## config.mk

```make
export PLATFORM = sky130hd
export DESIGN_NAME = adc_capture_top
export DESIGN_NICKNAME = d
export VERILOG_FILES = /design/src/verilog/adc_data_pkg.sv /design/src/verilog/snap_ctrl_pkg.sv /design/src/verilog/adc_capture_top.sv /design/src/verilog/lane_reorder.sv /design/src/verilog/peak_detect.sv /design/src/verilog/sample_convert.sv /design/src/verilog/snap_buffer.sv
export VERILOG_INCLUDE_DIRS = /design/src /design/src/verilog
export SDC_FILE = /design/constraint.sdc
export NUM_CORES = 2
export LEC_CHECK = 0
export ABC_CLOCK_PERIOD_IN_PS = 33900
export BUFFER_PORTS_ARGS = -buffer_cell sky130_fd_sc_hd__buf_2
export CAP_MARGIN = 25
export CORE_UTILIZATION = 25
export CTS_CLUSTER_DIAMETER = 30
export CTS_CLUSTER_SIZE = 12
export DETAILED_ROUTE_END_ITERATION = 10
export SLEW_MARGIN = 20
export SYNTH_ARGS = -nofsm -noshare
export SYNTH_HDL_FRONTEND = slang
export SYNTH_SLANG_ARGS = --single-unit
export TNS_END_PERCENT = 30
```

## constraint.sdc

```tcl
create_clock -name main_clk -period 33.9 [get_ports main_clk]
set_input_delay 1.695 -clock main_clk [delete_from_list [all_inputs] [get_ports main_clk]]
set_output_delay 1.695 -clock main_clk [all_outputs]
set_load 0.05 [all_outputs]
```

## src/verilog/adc_consts.svh

```systemverilog
`ifndef ADC_CONSTS_SVH
`define ADC_CONSTS_SVH

////////////////////////////////////////////////////
// Sample and lane geometry
////////////////////////////////////////////////////
`define ADC_SAMPLE_W      8   // Bits per sample
`define ADC_LANE_SAMPLES  2   // Samples per lane per clock
`define ADC_CORE_SAMPLES  4   // Both lanes of one core
`define ADC_CORE_NUM      4   // Cores A to D

////////////////////////////////////////////////////
// Snapshot buffer
////////////////////////////////////////////////////
`define SNAP_DEPTH        16  // Words per capture

// Covers depth x cores x samples per core
`define SNAP_ADDR_W       8

`endif

```

## src/verilog/adc_data_pkg.sv

```systemverilog
`include "adc_consts.svh"

package adc_data_pkg;

	////////////////////////////////////////////////////
	// Raw lanes as delivered by the cores
	////////////////////////////////////////////////////
	typedef logic [`ADC_SAMPLE_W-1:0] sample_t;

	typedef sample_t [`ADC_LANE_SAMPLES-1:0] lane_t;

	typedef struct packed
	{
		lane_t lane_h;  // Odd positions of the core word
		lane_t lane_l;  // Even positions
	} core_raw_t;

	typedef core_raw_t [`ADC_CORE_NUM-1:0] adc_raw_t;

	////////////////////////////////////////////////////
	// Ordered words, index 0 is the earliest sample
	////////////////////////////////////////////////////
	typedef sample_t [`ADC_CORE_SAMPLES-1:0] core_word_t;

	typedef core_word_t [`ADC_CORE_NUM-1:0] adc_word_t;

	// Running extremes of one core, unsigned compare
	typedef struct packed
	{
		sample_t max;
		sample_t min;
	} peak_t;

	typedef peak_t [`ADC_CORE_NUM-1:0] adc_peak_t;

endpackage

```

## src/verilog/snap_ctrl_pkg.sv

```systemverilog
`include "adc_consts.svh"

package snap_ctrl_pkg;

	////////////////////////////////////////////////////
	// Snapshot control
	////////////////////////////////////////////////////

	// Capture FSM
	typedef enum logic [1:0]
	{
		SNAP_IDLE    = 2'd0,
		SNAP_CAPTURE = 2'd1,  // Writing one word per clock
		SNAP_DONE    = 2'd2   // Buffer full, readable
	} snap_state_t;

	// Word index, core and sample packed from MSB down
	typedef logic [`SNAP_ADDR_W-1:0] snap_addr_t;

endpackage
```

## src/verilog/adc_capture_top.sv

```systemverilog
`timescale 1ns/1ps

module adc_capture_top
(
	input  logic                      main_clk,
	input  logic                      arst_n_i,

	// Lanes from cores A to D
	input  adc_data_pkg::adc_raw_t    adc_raw_i,

	// Peak tracking
	input  logic                      peak_rst_i,    // Restart pulse

	// Snapshot control and readback
	input  logic                      snap_start_i,
	input  logic                      snap_rst_i,
	input  snap_ctrl_pkg::snap_addr_t snap_addr_i,

	output adc_data_pkg::adc_word_t   adc_data_o,    // Two's complement, ordered
	output adc_data_pkg::adc_peak_t   adc_peak_o,    // Unsigned max and min per core
	output logic                      snap_ready_o,
	output adc_data_pkg::sample_t     snap_data_o
);

	// Interleaved but still offset binary
	adc_data_pkg::adc_word_t ordered_word;

	////////////////////////////////////////////////////
	// Lane interleave
	////////////////////////////////////////////////////
	lane_reorder u_lane_reorder
	(
		.main_clk  (main_clk),
		.arst_n_i  (arst_n_i),
		.raw_i     (adc_raw_i),
		.ordered_o (ordered_word)
	);

	////////////////////////////////////////////////////
	// Parallel branches on the ordered word
	////////////////////////////////////////////////////
	sample_convert u_sample_convert
	(
		.main_clk  (main_clk),
		.arst_n_i  (arst_n_i),
		.ordered_i (ordered_word),
		.signed_o  (adc_data_o)
	);

	// Same latency as the converted data
	peak_detect u_peak_detect
	(
		.main_clk  (main_clk),
		.arst_n_i  (arst_n_i),
		.ordered_i (ordered_word),
		.restart_i (peak_rst_i),
		.peak_o    (adc_peak_o)
	);

	////////////////////////////////////////////////////
	// Snapshot of converted words
	////////////////////////////////////////////////////
	snap_buffer u_snap_buffer
	(
		.main_clk (main_clk),
		.arst_n_i (arst_n_i),
		.word_i   (adc_data_o),
		.start_i  (snap_start_i),
		.clear_i  (snap_rst_i),
		.addr_i   (snap_addr_i),
		.ready_o  (snap_ready_o),
		.data_o   (snap_data_o)
	);

endmodule

```

## src/verilog/lane_reorder.sv

```systemverilog
`timescale 1ns/1ps
`include "adc_consts.svh"

module lane_reorder
(
	input  logic                   main_clk,
	input  logic                   arst_n_i,
	input  adc_data_pkg::adc_raw_t raw_i,
	output adc_data_pkg::adc_word_t ordered_o
);

	wire adc_data_pkg::adc_word_t ordered_d;  // Interleaved, before the register

	////////////////////////////////////////////////////
	// Low lane on even slots, high lane on odd slots
	////////////////////////////////////////////////////
	genvar c;
	genvar m;
	generate
		for (c = 0; c < `ADC_CORE_NUM; c++)
		begin : g_core
			for (m = 0; m < `ADC_LANE_SAMPLES; m++)
			begin : g_smp
				assign ordered_d[c][2*m]   = raw_i[c].lane_l[m];
				assign ordered_d[c][2*m+1] = raw_i[c].lane_h[m];
			end
		end
	endgenerate

	always_ff @(posedge main_clk or negedge arst_n_i)
	begin
		if (!arst_n_i)
			ordered_o <= '0;
		else
			ordered_o <= ordered_d;  // One cycle latency
	end

endmodule

```

## src/verilog/peak_detect.sv

```systemverilog
`timescale 1ns/1ps
`include "adc_consts.svh"

module peak_detect
(
	input  logic                    main_clk,
	input  logic                    arst_n_i,
	input  adc_data_pkg::adc_word_t ordered_i,
	input  logic                    restart_i,  // Reload from the current word
	output adc_data_pkg::adc_peak_t peak_o
);

	adc_data_pkg::adc_peak_t word_peak;  // Extremes of this clock's word only

	// Max and min over the samples of one core word
	function automatic adc_data_pkg::peak_t core_peak(input adc_data_pkg::core_word_t w);
		adc_data_pkg::peak_t p;
		p.max = w[0];
		p.min = w[0];
		for (int s = 1; s < `ADC_CORE_SAMPLES; s++)
		begin
			if (w[s] > p.max)
				p.max = w[s];
			if (w[s] < p.min)
				p.min = w[s];
		end
		return p;
	endfunction

	always_comb
	begin
		for (int c = 0; c < `ADC_CORE_NUM; c++)
			word_peak[c] = core_peak(ordered_i[c]);
	end

	////////////////////////////////////////////////////
	// Running pair per core
	////////////////////////////////////////////////////
	always_ff @(posedge main_clk or negedge arst_n_i)
	begin
		if (!arst_n_i)
		begin
			for (int c = 0; c < `ADC_CORE_NUM; c++)
			begin
				peak_o[c].max <= '0;
				peak_o[c].min <= '1;  // So the first sample always wins
			end
		end
		else if (restart_i)
			peak_o <= word_peak;
		else
		begin
			for (int c = 0; c < `ADC_CORE_NUM; c++)
			begin
				if (word_peak[c].max > peak_o[c].max)
					peak_o[c].max <= word_peak[c].max;
				if (word_peak[c].min < peak_o[c].min)
					peak_o[c].min <= word_peak[c].min;
			end
		end
	end

endmodule

```

## src/verilog/sample_convert.sv

```systemverilog
`timescale 1ns/1ps
`include "adc_consts.svh"

module sample_convert
(
	input  logic                    main_clk,
	input  logic                    arst_n_i,
	input  adc_data_pkg::adc_word_t ordered_i,
	output adc_data_pkg::adc_word_t signed_o
);

	// Offset binary becomes two's complement by flipping the MSB
	localparam adc_data_pkg::sample_t SIGN_MASK = adc_data_pkg::sample_t'(1) << (`ADC_SAMPLE_W-1);

	adc_data_pkg::adc_word_t signed_d;

	always_comb
	begin
		for (int c = 0; c < `ADC_CORE_NUM; c++)
			for (int s = 0; s < `ADC_CORE_SAMPLES; s++)
				signed_d[c][s] = ordered_i[c][s] ^ SIGN_MASK;
	end

	always_ff @(posedge main_clk or negedge arst_n_i)
	begin
		if (!arst_n_i)
			signed_o <= '0;
		else
			signed_o <= signed_d;
	end

endmodule

```

## src/verilog/snap_buffer.sv

```systemverilog
`timescale 1ns/1ps
`include "adc_consts.svh"

module snap_buffer
(
	input  logic                     main_clk,
	input  logic                     arst_n_i,
	input  adc_data_pkg::adc_word_t  word_i,   // Converted data
	input  logic                     start_i,  // Capture request pulse
	input  logic                     clear_i,  // Abort, held as a level
	input  snap_ctrl_pkg::snap_addr_t addr_i,
	output logic                     ready_o,
	output adc_data_pkg::sample_t    data_o
);

	localparam int WR_CNT_W   = $clog2(`SNAP_DEPTH);
	localparam int CORE_SEL_W = $clog2(`ADC_CORE_NUM);
	localparam int SMP_SEL_W  = $clog2(`ADC_CORE_SAMPLES);

	snap_ctrl_pkg::snap_state_t state;
	logic [WR_CNT_W-1:0]        wr_cnt;
	logic                       wr_en;
	logic                       last_wr;

	adc_data_pkg::adc_word_t    mem [`SNAP_DEPTH];

	logic [WR_CNT_W-1:0]        rd_word;
	logic [CORE_SEL_W-1:0]      rd_core;
	logic [SMP_SEL_W-1:0]       rd_smp;

	assign wr_en   = (state == snap_ctrl_pkg::SNAP_CAPTURE) && !clear_i;
	assign last_wr = (wr_cnt == WR_CNT_W'(`SNAP_DEPTH-1));

	////////////////////////////////////////////////////
	// Capture FSM
	////////////////////////////////////////////////////
	always_ff @(posedge main_clk or negedge arst_n_i)
	begin
		if (!arst_n_i)
		begin
			state   <= snap_ctrl_pkg::SNAP_IDLE;
			wr_cnt  <= '0;
			ready_o <= 1'b0;
		end
		else if (clear_i)
		begin
			// Abort wins over a pending start
			state   <= snap_ctrl_pkg::SNAP_IDLE;
			wr_cnt  <= '0;
			ready_o <= 1'b0;
		end
		else
		begin
			case (state)
				snap_ctrl_pkg::SNAP_IDLE,
				snap_ctrl_pkg::SNAP_DONE:
				begin
					if (start_i)
					begin
						state   <= snap_ctrl_pkg::SNAP_CAPTURE;
						wr_cnt  <= '0;
						ready_o <= 1'b0;
					end
				end
				snap_ctrl_pkg::SNAP_CAPTURE:
				begin
					wr_cnt <= wr_cnt + 1'b1;
					if (last_wr)
					begin
						state   <= snap_ctrl_pkg::SNAP_DONE;
						ready_o <= 1'b1;  // Rises with the last write
					end
				end
				default:
					state <= snap_ctrl_pkg::SNAP_IDLE;
			endcase
		end
	end

	// Sample storage, one word per entry
	always_ff @(posedge main_clk)
	begin
		if (wr_en)
			mem[wr_cnt] <= word_i;
	end

	////////////////////////////////////////////////////
	// Read port, word x 16 + core x 4 + sample
	////////////////////////////////////////////////////
	assign rd_smp  = addr_i[SMP_SEL_W-1:0];
	assign rd_core = addr_i[SMP_SEL_W +: CORE_SEL_W];
	assign rd_word = addr_i[SMP_SEL_W+CORE_SEL_W +: WR_CNT_W];

	always_ff @(posedge main_clk or negedge arst_n_i)
	begin
		if (!arst_n_i)
			data_o <= '0;
		else
			data_o <= mem[rd_word][rd_core][rd_smp];  // One cycle after the address
	end

endmodule

```

# After elaboration in Yosys (flattened, before gate mapping)
# Memory sizes are Yosys's and may differ from the RTL's.
# Cells that the tools add are included.
dict set report totals {
  register_bits 335
  mem_bits_rw 2048
  out_inout_bits 201
  wordCells 167
  memories 1
}
# memory words width rd rd_clocked_by_memory_dff write_ports line_no
set mem_list {}
lappend mem_list {u_snap_buffer.mem 16 128 1 0 1 snap_buffer.sv:25} ;# adc_data_pkg::adc_word_t mem [`SNAP_DEPTH];
dict set report op_classes {
  n_addsub 1
  magnitude_cmp 34
  eq_ne 5
  n_mux 50
  bitwise_logic 16
  n_reduce_logical 16
}
# cell count
set op_table {}
lappend op_table {{two-way mux 8 bit} 33}
lappend op_table {{> comparator 8 bit} 16}
lappend op_table {{less-than comparator 8 bit} 16}
lappend op_table {{binary-select mux 32 bit (select 2 bit)} 1}
lappend op_table {{two-way mux 64 bit} 1}
lappend op_table {{two-way mux 32 bit} 1}
lappend op_table {{binary-select mux 8 bit (select 2 bit)} 1}
lappend op_table {{NOT 1 bit} 16}
lappend op_table {{nonzero test 2 bit} 8}
lappend op_table {{two-way mux 4 bit} 2}
lappend op_table {{one-hot mux 4 bit (2 select lines)} 1}
lappend op_table {{less-than comparator 2 x 3 -> 1 bit (second input constant)} 2}
lappend op_table {{two-way mux 2 bit} 3}
lappend op_table {{two-way mux 1 bit} 5}
lappend op_table {{adder 4 x 1 -> 4 bit (second input constant)} 1}
lappend op_table {{== test 4 bit (second input constant)} 1}
lappend op_table {{one-hot mux 2 bit (2 select lines)} 1}
lappend op_table {{AND reduction 2 bit} 2}
lappend op_table {{!= test 3 x 2 -> 1 bit (second input constant)} 1}
lappend op_table {{!= test 3 bit (second input constant)} 1}
lappend op_table {{AND reduction 3 bit} 1}
lappend op_table {{nonzero test 3 bit} 1}
lappend op_table {{== test 2 x 1 -> 1 bit (second input constant)} 1}
lappend op_table {{== test 2 bit (second input constant)} 1}
lappend op_table {{other kinds (5)} 5}

# Depth between registers and ports, before layout
dict set report logic_depth {
  word_depth 9
  depth_mapped 39
}

# Modules after synthesis
# A second synthesis with hierarchy kept.
dict set report hier_totals {
  cells_unflattened 5003
  hier_area_um2 96146.0
}
# mod instances cells_each area_per_inst_um2
set by_module_without_submodules {}
lappend by_module_without_submodules {snap_buffer 1 3439 79100.9}
lappend by_module_without_submodules {peak_detect 1 1292 10578.9}
lappend by_module_without_submodules {sample_convert 1 144 3263.1}
lappend by_module_without_submodules {lane_reorder 1 128 3203.1}

# Worst setup path before layout
# Ideal clock, no wire load.
dict set report synth_path {
  path_kind {in2reg}
  from {input port snap_rst_i}
  to {memory u_snap_buffer.mem[3][0] (netlist name), enable pin}
  setup_time_ns 0.929
  t_arrival_ns 13.921
  path_slack_ns 19.050
  path_stages 3
  path_buffers 0
  path_cell_list {inv_1 > nand2_1 > nor4_1}
}
dict set report synth_via {
  elab_chain_len 4
}
# element line_no
set synth_lines {}
lappend synth_lines {{start, declared} adc_capture_top.sv:16} ;# input logic snap_rst_i,
lappend synth_lines {{logical NOT 1 bit} snap_buffer.sv:31} ;# assign wr_en = (state == snap_ctrl_pkg::SNAP_CAPTURE) && !clear_i;
lappend synth_lines {{logical AND 1 bit} snap_buffer.sv:31}
lappend synth_lines {{two-way mux 1 bit} snap_buffer.sv:83} ;# if (wr_en)
lappend synth_lines {{two-way mux 1 bit (implied by the code)} snap_buffer.sv:84} ;# mem[wr_cnt] <= word_i;
lappend synth_lines {{end, declared} snap_buffer.sv:25}
# Every way passes these cells.

==> results by group <==
Setup path
  – Max stage delay on crit path: 0.61 ns
  – CP Data Required Time: 34.60 ns
  – Worst-path fanout max: 25
  – Data arrival time of the critical path: 8.51 ns
  – Crit-path slowest cell: a21oi_2
  – Crit-path leading delay family: compound AO/OA/AOI/OAI gates
  – Worst r2r path cells: 36
  – WP buf/inv: 2
  – Setup crit start kind: flip-flop
  – Crit path kind: flip-flop to flip-flop
  – Reg-to-reg endpoint: u_peak_detect.peak_o[12]
  – Reg2Reg Launch Point: u_lane_reorder.ordered_o[1]
  – Critical Path Sink Type: flip-flop
  – Reg2reg setup slack: 26.09 ns

Timing
  – Final Slew Violations: 0
  – Worst-margin pin slew: 1.07 ns
  – Setup TNS: 0 ns
  – Slew headroom: 28.8%
  – Final setup skew: 0.0422 ns
  – Final Cycle Share: 23.0%
  – RSZ-0062 raised after global routing: no
  – # setup viols final: 0
  – Peak Freq: 128 MHz
  – Hold Vio Cnt, Final: 0
  – Final min period: 7.81 ns
  – WHS: 0.385 ns

Place
  – Port Buffer Count: 341
  – DP HPWL: 152000 µm
  – RD Place Congestion: 0.860

Layout
  – Area Growth Syn to Fin: 21.1%
  – Nets: 5370
  – Fill cells: 36100
  – Utilization after layout: 30.5%
  – Share of layout cells above drive strength 1: 34.6%

Synth
  – Cell area after synthesis: 0.0946 mm²
  – Synthesized area per cell: 21.4 µm²
  – Yosys warning count: 0
  – Top_reg_cell synth: edfxtp_1
  – Cells after Synth: 4427
  – Yosys cell types: 73
  – Syn Nets: 4776
  – Register area share after synthesis: 73.9%
  – Yosys top cell area share: 65.0%
  – Yosys reg bits: 2383
  – Ys async rst share: 14.1%
  – Cell taking the most area after synthesis: edfxtp_1
  – Cells taking the most area after synthesis: edfxtp_1 65%, mux4_2 16%, dfrtp_1 8.0%
  – Number of synthesized flops with an enable pin: 2048

Detailed routing
  – Final ANT Viol Nets: 0
  – Pre-antenna DRT Iters: 5
  – Routed length per placed instance: 24.7 µm
  – Detailed-route DRC error count: 0
  – Initial DRC count: 3929
  – Vias per cell: 4.58
  – Routed wire length: 254000 µm
  – DR vias: 47100

Clock network
  – Clock sink count: 2383
  – CTS Root Cell: clkbuf_16
  – Clock buffers created by TritonCTS: 349
  – Worst skew pair latency: 0.86 ns
  – H-tree levels: 5
  – PostCTS Resize Cnt: 0
  – Clock transition at path regs: 0.05 ns
  – Postcts setup bufs: 0
  – CTS tree: done
  – Clock Tree Buf Depth: 4
  – # hold bufs at CTS: 0

Min path
  – Hold depth: 0
  – Min-Delay Path Class: flip-flop to flip-flop
  – Hold_sp: u_lane_reorder.ordered_o[35]
  – Hold EP: u_sample_convert.signed_o[35]

Global route
  – Vias in the first global route: 49400
  – Antenna violations before repair: 14
  – Gr usage total: 13.0%
  – Largest net degree at the start of global routing: 100
  – Total grt overflow: 0
  – First-pass GRT wire length: 364000 µm

Power
  – VDD IR max: 0.0428 mV
  – LEAKAGE: 39.0 nW
  – PwrDens: 68.8 mW/mm²

Floorplanning
  – # IOs: 342
  – Initial Util: 25.2%
  – Core ar.: 0.376 mm²
  – Die Ht: 617 µm
  – Row cnt: 225
  – Die ar.: 0.381 mm²
  – Die Span X: 617 µm

Status
  – Outcome: complete, no violations

Flow run
  – MaxCap Viol Count: 0
-- cells in the mapped netlist, types with 18 or more instances --
cell type / n
nand2_1: 71
buf_2: 49
edfxtp_1: 2048
a21oi_1: 90
mux2_2: 84
clkbuf_1: 107
a21o_1: 33
nor2b_1: 23
inv_1: 186
dfstp_2: 32
dfrtp_1: 303
nand4_1: 28
mux2i_1: 83
mux4_2: 680
buf_1: 18
nor2_1: 84
ha_1: 208
o21ai_0: 108
-- cell usage in the layout (no fill, tap or decap), types with 12 or more instances in the layout --
cell type,synthesis,final
edfxtp_1,2048,2048
a21oi_1,90,89
and2_4,0,14
buf_2,49,335
mux2i_1,83,83
inv_8,0,13
clkinvlp_4,0,33
ha_1,208,208
clkbuf_1,107,35
bufinv_16,0,38
clkbuf_8,0,15
a21o_1,33,33
mux4_2,680,680
mux2_2,84,84
buf_4,0,69
inv_1,186,186
clkbuf_16,0,357
dfstp_2,32,32
o21ai_0,108,107
a22oi_1,15,15
clkinv_4,0,34
clkinv_2,0,35
nand3_1,15,15
nor2_1,84,84
nand2_1,71,71
dfrtp_1,303,303
clkinv_1,0,14
nand4_1,28,28
nand2b_1,12,12
inv_6,0,45
nor2b_1,23,23
o21a_1,15,15
-- flip-flops by register name, indices dropped and copies added, names as in the netlist --
register	cells
u_lane_reorder.ordered_o	128
u_peak_detect.peak_o	64
u_sample_convert.signed_o	128
u_snap_buffer.data_o	8
u_snap_buffer.mem	2048
u_snap_buffer.ready_o	1
u_snap_buffer.state	2
u_snap_buffer.wr_cnt	4
-- cell type report --
cell class                 instances  area [µm²]  area share [%]
tap                             4994        6250            5.45
clock inverter                   223        2660            2.32
timing repair buffer             418        2470            2.15
sequential                      2383       69900            61.0
multi-input combinational       1683       23300            20.4
antenna                            5        12.5          0.0109
clock buffer                     407        9270            8.09
inverter                         186         698           0.609
-- per-layer routing --
layer | routed length, µm | GRT usage [%]
met1 | 104000 | 16.7
met3 | 17500 | 2.81
met4 | 5540 | 3.36
met2 | 127000 | 22.4
met5 | 30 | 0
-- cells by family after synthesis --
kind of cell             count (synthesis)  synth area share, %
multiplexers                           849                 18.1
adder cells (fa/ha/maj)                212                 2.79
AO/OA/AOI/OAI                          328                 2.17
AND/OR/NAND/NOR                        286                 1.48
buffers and inverters                  361                 1.50
flip-flops                            2383                 73.9
XOR/XNOR                                 8               0.0740
-- report_power, final --
part / switching [mW] / internal [mW] / leakage [nW]
combinational: 0.545 / 0.317 / 10.9
clock: 1.36 / 2.28 / 5.76
sequential: 0.110 / 3.27 / 22.3
-- worst max path at each step --
stage,startpoint,end,slack (ns),depth (start not counted)
finish,u_lane_reorder.ordered_o[1],u_peak_detect.peak_o[12],26.09,36
CTS,u_lane_reorder.ordered_o[1],u_peak_detect.peak_o[12],25.82,36
global placement,u_lane_reorder.ordered_o[1],u_peak_detect.peak_o[9],26.10,37
floorplan,snap_rst_i,u_snap_buffer.mem[3][0],19.05,3
global route,u_lane_reorder.ordered_o[7],u_peak_detect.peak_o[14],25.43,36
detailed placement,u_lane_reorder.ordered_o[1],u_peak_detect.peak_o[12],25.86,36
-- per-stage QoR --
step / std cells / power (mW) / cell area (µm²) / setup WS [ns]
finish: 10300 / 7.89 / 115000 / 26.09
global route: 10300 / 8.14 / 115000 / 25.43
CTS: 10300 / 7.95 / 115000 / 25.82
detailed placement: 9660 / 4.30 / 103000 / 25.86
global placement: 9659 / 4.28 / 103000 / 26.10
floorplan: 4427 / 4.01 / 94600 / 19.05
Note: power is estimated with default switching activity, not from simulation.
